### config.mk
export PLATFORM = sky130hd
export DESIGN_NAME = rob_top
export DESIGN_NICKNAME = d
export VERILOG_FILES = /design/src/hdl/rob_pkg.sv /design/src/hdl/rob_dispatch.sv /design/src/hdl/rob_queue.sv /design/src/hdl/rob_retire.sv /design/src/hdl/rob_top.sv
export SDC_FILE = /design/constraint.sdc
export NUM_CORES = 2
export LEC_CHECK = 0
export BUFFER_PORTS_ARGS = -buffer_cell sky130_fd_sc_hd__buf_4
export CORE_MARGIN = 5
export CORE_UTILIZATION = 45
export CTS_CLUSTER_SIZE = 25
export DETAILED_ROUTE_END_ITERATION = 16
export PLACE_DENSITY = 0.63
export SYNTH_ARGS = -nofsm -noshare
export SYNTH_HDL_FRONTEND = slang
export SYNTH_SLANG_ARGS = --single-unit
### constraint.sdc
create_clock -name clk -period 6.2 [get_ports clk]
set_input_delay 1.24 -clock clk [delete_from_list [all_inputs] [get_ports clk]]
set_output_delay 1.24 -clock clk [all_outputs]
set_load 0.02 [all_outputs]
### src/hdl/rob_pkg.sv
package rob_pkg;

    // ********************
    // Sizes
    // ********************
    localparam int ROB_ENTRIES = 7;
    localparam int ROB_FULL_AT = 6; // One slot stays free for the request in flight.

    typedef logic [2:0] rob_tag_t; // Tag 0 means no entry.

    typedef enum logic [4:0] {
        OP_ADD   = 5'b00000,
        OP_AND   = 5'b00001,
        OP_OR    = 5'b00010,
        OP_SLL   = 5'b00011,
        OP_SRL   = 5'b00100,
        OP_SLT   = 5'b00101,
        OP_SLTU  = 5'b00110,
        OP_SRA   = 5'b00111,
        OP_SUB   = 5'b01000,
        OP_XOR   = 5'b01001,
        OP_BEQ   = 5'b01010,
        OP_BGE   = 5'b01011,
        OP_BNE   = 5'b01100,
        OP_BGEU  = 5'b01101,
        OP_LUI   = 5'b01110,
        OP_AUIPC = 5'b01111,
        OP_JAL   = 5'b10000,
        OP_JALR  = 5'b10001,
        OP_LB    = 5'b10010,
        OP_LH    = 5'b10011,
        OP_LW    = 5'b10100,
        OP_LBU   = 5'b10101,
        OP_LHU   = 5'b10110,
        OP_SB    = 5'b10111,
        OP_SH    = 5'b11000,
        OP_SW    = 5'b11001,
        OP_BLT   = 5'b11010,
        OP_BLTU  = 5'b11011,
        OP_NOP   = 5'b11111
    } rob_op_e;

    typedef enum logic [1:0] {
        EXECUTING = 2'b00,
        LS_READY  = 2'b01,
        NOT_TAKEN = 2'b10,
        DONE      = 2'b11
    } rob_state_e;

    typedef enum logic [1:0] {
        SEQ    = 2'b00,
        BRANCH = 2'b01,
        JALR   = 2'b10
    } redirect_kind_e;

    // ********************
    // Shared structs
    // ********************
    typedef struct packed {
        rob_op_e     op;
        logic [4:0]  rd;
        logic        has_imm;
        logic [31:0] imm;
        logic [31:0] pc;
    } dispatch_req_t;

    typedef struct packed {
        logic        valid;
        rob_op_e     op;
        rob_tag_t    tag;
        logic [31:0] value1;
        rob_tag_t    query1;
        logic [31:0] value2;
        rob_tag_t    query2;
    } rs_issue_t;

    typedef struct packed {
        rob_tag_t    tag;
        logic [31:0] value;
    } wb_t;

    typedef struct packed {
        logic        busy;
        rob_op_e     op;
        logic [4:0]  rd;
        rob_state_e  state;
        logic [31:0] value;
        logic [31:0] pc;
        logic [31:0] target;
    } rob_entry_t;

    typedef struct packed {
        logic        valid;
        logic [4:0]  rd;
        rob_tag_t    tag;
        logic [31:0] value;
    } commit_t;

    typedef struct packed {
        logic           valid;
        redirect_kind_e kind;
        logic [31:0]    pc;
    } redirect_t;

    function automatic logic is_branch(rob_op_e op);
        return op inside {OP_BEQ, OP_BNE, OP_BLT, OP_BLTU, OP_BGE, OP_BGEU};
    endfunction

endpackage

### src/hdl/rob_dispatch.sv
`timescale 1ns/1ps

module rob_dispatch import rob_pkg::*; (
    input  logic          clk,
    input  logic          rst_n,
    input  dispatch_req_t req,
    input  logic [31:0]   value1_rf,
    input  logic [31:0]   value2_rf,
    input  rob_tag_t      query1_rf,
    input  rob_tag_t      query2_rf,
    input  rob_tag_t      alloc_tag,
    output rs_issue_t     issue,
    output logic          alloc,
    output rob_entry_t    alloc_entry
);

    logic          valid_q;
    dispatch_req_t req_q;
    logic [31:0]   value1_q;
    logic [31:0]   value2_q;
    rob_tag_t      query1_q;
    rob_tag_t      query2_q;

    always_ff @(posedge clk) begin
        if (!rst_n) begin
            valid_q <= 1'b0;
        end else begin
            valid_q <= (req.op != OP_NOP);
        end
    end

    // Operands are captured together with the request.
    always_ff @(posedge clk) begin
        if (req.op != OP_NOP) begin
            req_q    <= req;
            value1_q <= value1_rf;
            value2_q <= value2_rf;
            query1_q <= query1_rf;
            query2_q <= query2_rf;
        end
    end

    assign alloc = valid_q;

    always_comb begin
        issue.valid  = valid_q;
        issue.op     = req_q.op;
        issue.tag    = alloc_tag; // The entry is written at the tail this cycle.
        issue.value1 = value1_q;
        issue.query1 = query1_q;
        issue.value2 = req_q.has_imm ? req_q.imm : value2_q;
        issue.query2 = req_q.has_imm ? '0 : query2_q;
    end

    always_comb begin
        alloc_entry.busy   = 1'b1;
        alloc_entry.op     = req_q.op;
        alloc_entry.rd     = req_q.rd;
        alloc_entry.pc     = req_q.pc;
        alloc_entry.target = req_q.pc + req_q.imm;
        alloc_entry.state  = EXECUTING;
        alloc_entry.value  = '0;
        case (req_q.op)
            OP_LUI: begin
                alloc_entry.state = DONE;
                alloc_entry.value = req_q.imm;
            end
            OP_AUIPC: begin
                alloc_entry.state = DONE;
                alloc_entry.value = req_q.pc + req_q.imm;
            end
            OP_JAL: begin
                alloc_entry.state = DONE;
                alloc_entry.value = req_q.pc + 32'd4; // Link address.
            end
            default: ;
        endcase
    end

endmodule

### src/hdl/rob_queue.sv
`timescale 1ns/1ps

module rob_queue import rob_pkg::*; (
    input  logic       clk,
    input  logic       rst_n,
    input  logic       alloc,
    input  rob_entry_t alloc_entry,
    input  wb_t        alu_wb,
    input  wb_t        mem_wb,
    input  rob_tag_t   ls_ready_tag,
    input  logic       retire,
    output rob_tag_t   alloc_tag,
    output rob_entry_t head_entry,
    output rob_tag_t   head_tag,
    output logic       rob_full
);

    rob_entry_t entries [1:ROB_ENTRIES];
    rob_tag_t   head;
    rob_tag_t   tail;
    logic [2:0] count;
    logic [2:0] count_next;

    // Pointers run 1..7 and never take the value 0.
    function automatic rob_tag_t next_tag(rob_tag_t t);
        return (t == rob_tag_t'(ROB_ENTRIES)) ? rob_tag_t'(1) : t + rob_tag_t'(1);
    endfunction

    assign alloc_tag  = tail;
    assign head_tag   = head;
    assign head_entry = entries[head];

    always_comb begin
        count_next = count + {2'b00, alloc} - {2'b00, retire};
    end

    // ********************
    // Pointers and occupancy
    // ********************
    always_ff @(posedge clk) begin
        if (!rst_n) begin
            head     <= rob_tag_t'(1);
            tail     <= rob_tag_t'(1);
            count    <= '0;
            rob_full <= 1'b0;
        end else begin
            if (alloc) begin
                tail <= next_tag(tail);
            end
            if (retire) begin
                head <= next_tag(head);
            end
            count    <= count_next;
            rob_full <= (count_next >= 3'(ROB_FULL_AT));
        end
    end

    // ********************
    // Entry storage
    // ********************
    always_ff @(posedge clk) begin
        if (!rst_n) begin
            for (int i = 1; i <= ROB_ENTRIES; i++) begin
                entries[i].busy <= 1'b0;
            end
        end else begin
            // A later DONE from mem_wb wins over the LS_READY mark.
            if (ls_ready_tag != '0) begin
                entries[ls_ready_tag].state <= LS_READY;
            end

            if (alu_wb.tag != '0) begin
                if (is_branch(entries[alu_wb.tag].op)) begin
                    entries[alu_wb.tag].state <= (alu_wb.value == '0) ? NOT_TAKEN : DONE;
                end else if (entries[alu_wb.tag].op == OP_JALR) begin
                    entries[alu_wb.tag].target <= alu_wb.value; // Computed jump address.
                    entries[alu_wb.tag].state  <= DONE;
                end else begin
                    entries[alu_wb.tag].value <= alu_wb.value;
                    entries[alu_wb.tag].state <= DONE;
                end
            end

            if (mem_wb.tag != '0) begin
                entries[mem_wb.tag].value <= mem_wb.value;
                entries[mem_wb.tag].state <= DONE;
            end

            if (alloc) begin
                entries[tail] <= alloc_entry;
            end

            if (retire) begin
                entries[head].busy <= 1'b0;
            end
        end
    end

endmodule

### src/hdl/rob_retire.sv
`timescale 1ns/1ps

module rob_retire import rob_pkg::*; (
    input  logic       clk,
    input  logic       rst_n,
    input  rob_entry_t head_entry,
    input  rob_tag_t   head_tag,
    output logic       retire,
    output commit_t    commit,
    output redirect_t  redirect,
    output logic       ls_commit,
    output rob_tag_t   ls_tag
);

    commit_t   commit_d;
    redirect_t redirect_d;
    logic      ls_commit_d;
    logic [31:0] pc_plus4;

    assign pc_plus4 = head_entry.pc + 32'd4;

    assign retire = head_entry.busy &&
                    (head_entry.state == DONE || head_entry.state == NOT_TAKEN);

    assign ls_commit_d = head_entry.busy && (head_entry.state == LS_READY);

    // ********************
    // Head decode
    // ********************
    always_comb begin
        commit_d   = '0;
        redirect_d = '0;
        if (retire) begin
            commit_d.tag     = head_tag;
            redirect_d.valid = 1'b1;
            redirect_d.kind  = SEQ;
            redirect_d.pc    = pc_plus4;
            if (head_entry.state == NOT_TAKEN) begin
                commit_d.valid  = 1'b1; // Empty commit so the front end sees the branch retire.
                redirect_d.kind = BRANCH;
            end else begin
                commit_d.valid = (head_entry.rd != '0);
                commit_d.rd    = head_entry.rd;
                commit_d.value = head_entry.value;
                if (is_branch(head_entry.op)) begin
                    redirect_d.kind = BRANCH;
                    redirect_d.pc   = head_entry.target;
                end else if (head_entry.op == OP_JALR) begin
                    redirect_d.kind = JALR;
                    redirect_d.pc   = head_entry.target;
                    commit_d.value  = pc_plus4;
                end else if (head_entry.op == OP_JAL) begin
                    redirect_d.pc = head_entry.target;
                end
            end
        end
    end

    always_ff @(posedge clk) begin
        if (!rst_n) begin
            commit    <= '0;
            redirect  <= '0;
            ls_commit <= 1'b0;
            ls_tag    <= '0;
        end else begin
            commit    <= commit_d;
            redirect  <= redirect_d;
            ls_commit <= ls_commit_d; // Held while the head waits on memory.
            ls_tag    <= head_tag;
        end
    end

endmodule

### src/hdl/rob_top.sv
`timescale 1ns/1ps

module rob_top import rob_pkg::*; (
    input  logic          clk,
    input  logic          rst_n,
    input  dispatch_req_t req,
    input  logic [31:0]   value1_rf,
    input  logic [31:0]   value2_rf,
    input  rob_tag_t      query1_rf,
    input  rob_tag_t      query2_rf,
    input  wb_t           alu_wb,
    input  wb_t           mem_wb,
    input  rob_tag_t      ls_ready_tag,
    output rs_issue_t     issue,
    output logic          rob_full,
    output commit_t       commit,
    output redirect_t     redirect,
    output logic          ls_commit,
    output rob_tag_t      ls_tag
);

    logic       alloc;
    rob_entry_t alloc_entry;
    rob_tag_t   alloc_tag;
    rob_entry_t head_entry;
    rob_tag_t   head_tag;
    logic       retire;

    rob_dispatch u_dispatch (
        .clk         (clk),
        .rst_n       (rst_n),
        .req         (req),
        .value1_rf   (value1_rf),
        .value2_rf   (value2_rf),
        .query1_rf   (query1_rf),
        .query2_rf   (query2_rf),
        .alloc_tag   (alloc_tag),
        .issue       (issue),
        .alloc       (alloc),
        .alloc_entry (alloc_entry)
    );

    rob_queue u_queue (
        .clk          (clk),
        .rst_n        (rst_n),
        .alloc        (alloc),
        .alloc_entry  (alloc_entry),
        .alu_wb       (alu_wb),
        .mem_wb       (mem_wb),
        .ls_ready_tag (ls_ready_tag),
        .retire       (retire),
        .alloc_tag    (alloc_tag),
        .head_entry   (head_entry),
        .head_tag     (head_tag),
        .rob_full     (rob_full)
    );

    rob_retire u_retire (
        .clk        (clk),
        .rst_n      (rst_n),
        .head_entry (head_entry),
        .head_tag   (head_tag),
        .retire     (retire),
        .commit     (commit),
        .redirect   (redirect),
        .ls_commit  (ls_commit),
        .ls_tag     (ls_tag)
    );

endmodule

==> out/metrics.csv <==
stage,metric,value,unit
run_status,status,"finished, final reports clean",
clock_network,ctsHtreeMaxLevel,3,
synth,syn_area,53200,µm²
route,routedWlPerCell,30.4,µm
cells_and_area,layout.nets,4546,
power_and_ir_drop,ir_drop,0.342,mV
place,place.detailed.hpwl,126,mm
timing,period_needed,4.70,ns
route,firstDrtPassIters,6,
timing,period_share,75.8,%
clock_network,cts_tree,built,
worst_hold_path,hp-class,register to register,
synth,yosys.area_share.simple,8.33,%
worst_setup_path,arrival,5.17,ns
power_and_ir_drop,p_per_area,360,nW/µm²
timing,hold_viol,0,
global_routing,antenna_found_initial,10,
synth,synth_warnings,0,
synth,synth_xor_area_share,1.38,%
synth,synthAdderAreaFrac,0.992,%
clock_network,cts_resized,0,
synth,syn_area_per_cell,13.4,µm²
clock_network,cts_setup_buffers,0,
floorplan,die_w,354,µm
synth,synth_top_family_by_area,multiplexers,
global_routing,first_global_vias,34800,
worst_setup_path,start_kind,register,
cells_and_area,fill_cells,9713,
cells_and_area,layout_commonest_cell,edfxtp_1,
synth,synth_edf_count,1009,
timing,max-slew-margin-rel,6.01,%
synth,ys_seq_area_share,60.7,%
worst_setup_path,cp_max_fo,10,
clock_network,holdBufCountCts,0,
clock_network,clk_pin_slew,0.06,ns
route,wl_met1,72.3,mm
global_routing,grt_max_degree,125,
synth,synth_fp_nets,4248,
clock_network,ctsRootBufferMaster,clkbuf_16,
synth,synth-compound-area-share,9.34,%
floorplan,fp.dieH,354,µm
cells_and_area,layout-drive-gt1-share,25.2,%
timing,maxSlewViolCount,0,
timing,setup_viol,0,
clock_network,clk_path_buf_depth,3,
floorplan,core,118000,µm²
place,place_congestion,0.955,
route,drc,0,
worst_setup_path,endpoint_kind,register,
floorplan,rows,126,
global_routing,gr-usage-all-layers,28.1,%
route,first_iter_violations,5482,
route,dr_wl_met3,22.0,mm
power_and_ir_drop,p_leak,22.3,nW
global_routing,overflow,0,
route,viasPerCell,6.22,
clock_network,insertion_delay,0.76,ns
route,wl_met2,78.4,mm
timing,worstMarginPinSlew,1.40,ns
synth,netlist_instances,3987,
worst_setup_path,path_class,register to register,
timing,rsz0062_at_grt,no,
synth,synth_flop_cell,edfxtp_1,
timing,fin_tns_setup,0,ns
route,ant_nets,0,
run,drv_cap,0,
synth,synth.distinct_cells,90,
timing,max_freq,213,MHz
place,portBuffers,379,
cells_and_area,layout_common_cells,"1009 x edfxtp_1, 557 x nand2_1, 489 x buf_4",
synth,async_flop_share,0,%
route,wirelength,180,mm
timing,whs,0.492,ns
route,top_layer_used,met5,
floorplan,initial_core_util,45.2,%
global_routing,grt_pass1_wl,257,mm
synth,synthMuxAreaShare,16.4,%
floorplan,io_pins,380,
worst_setup_path,required,6.67,ns
synth,synth_seq_cells,1111,
timing,skew,0.0486,ns
clock_network,clkSinkCount,1111,
route,vias,36900,
clock_network,cts_buffers,116,
floorplan,die_area,125000,µm²
cells_and_area,syn2layout_area_growth,16.2,%
[flip-flops by register name (all words and copies together) (netlist names), named ones only]
register / count
u_dispatch.value2_q: 32
u_retire.redirect: 35
u_queue.count: 3
u_dispatch.alloc_entry: 42
u_retire.commit: 41
u_queue.head_tag: 3
u_retire.ls_tag: 3
u_queue.rob_full: 1
u_dispatch.query1_q: 3
u_dispatch.alloc: 1
u_queue.entries: 872
u_dispatch.value1_q: 32
u_dispatch.req_q: 33
u_dispatch.query2_q: 3
u_queue.alloc_tag: 3
u_retire.ls_commit: 1
[layer usage]
layer	up-vias	GRT usage [%]
li1	15800	-
met1	18400	40.0
met2	2334	41.4
met3	324	7.40
met5	-	0
met4	2	10.9
[cells by family after synthesis]
| family | count (synthesis) |
|---|---|
| multiplexers | 569 |
| buffers and inverters | 347 |
| XOR/XNOR | 84 |
| flip-flops | 1111 |
| adder cells (fa/ha/maj) | 41 |
| AND/OR/NAND/NOR | 983 |
| AO/OA/AOI/OAI | 852 |
[per-stage QoR]
| stage | utilization (%) | power (mW) | cell area, µm² | std cells | worst slack, ns |
|---|---|---|---|---|---|
| after floorplan | - | 12.6 | 53200 | 3987 | 0.000344 |
| after global placement | 49.1 | 15.1 | 57900 | 5703 | 0.996 |
| after detailed placement | 49.1 | 15.1 | 57900 | 5703 | 1.03 |
| after CTS | 52.5 | 22.3 | 61900 | 5922 | 1.62 |
| after global routing | 52.5 | 23.0 | 61900 | 5922 | 1.29 |
| final | 52.5 | 22.3 | 61900 | 5927 | 1.50 |
[final cells by class]
type                    count  area (µm²)  share of cell area [%]
diodes                      5        12.5                  0.0202
clock buffers             154        3270                    5.28
clock inverters            65         722                    1.17
inverters                  33         138                   0.222
multi-input cells        2529       19700                    31.8
flip-flops and latches   1111       32400                    52.3
well taps                1536        1920                    3.11
repair buffers            494        3770                    6.10
[cell usage after synthesis (72+ instances only)]
| cell type | count | area share (%) |
|---|---|---|
| edfxtp_1 | 1009 | 57 |
| a21oi_1 | 123 | 1.2 |
| clkbuf_1 | 235 | 1.7 |
| nor2_1 | 141 | 0.99 |
| mux4_2 | 208 | 8.8 |
| nor2b_1 | 72 | 0.85 |
| o21ai_0 | 458 | 4.3 |
| dfxtp_1 | 102 | 3.8 |
| mux2_2 | 138 | 2.9 |
| nand2_1 | 557 | 3.9 |
| mux2i_1 | 206 | 3.9 |
| a211oi_1 | 108 | 1.5 |
[report_power, final]
part / leakage (nW) / switching, mW / internal (mW)
logic: 10.1 / 3.88 / 2.29
registers: 10.2 / 0.345 / 8.56
clock network: 1.96 / 3.08 / 4.14
total: 22.3 / 7.30 / 15.0
[critical path: stages, from the launching register on]
cell	delay (ns)
edfxtp_1	0.53
ha_1	0.31
fa_1	0.41
a21o_1	0.20
a221oi_1	0.34
o21ai_0	0.26
a31oi_1	0.36
o21ai_1	0.30
xnor2_1	1.12
a22o_1	0.44
o21ai_0	0.14
[worst paths after layout]
check	cells after the start	end	from	slack, ns
hold / removal	2	u_queue.entries[0][108]$_SDFFE_PP0P_	u_queue.entries[0][108]$_SDFFE_PP0P_	0.49
setup / recovery	10	u_queue.entries[5][80]$_DFFE_PP_	u_dispatch.alloc_entry[32]$_DFFE_PP_	1.50
hold reg to reg	2	u_queue.entries[0][108]$_SDFFE_PP0P_	u_queue.entries[0][108]$_SDFFE_PP0P_	0.49
setup reg to reg	10	u_queue.entries[5][80]$_DFFE_PP_	u_dispatch.alloc_entry[32]$_DFFE_PP_	1.50
Note: power is estimated with default switching activity, not from simulation.
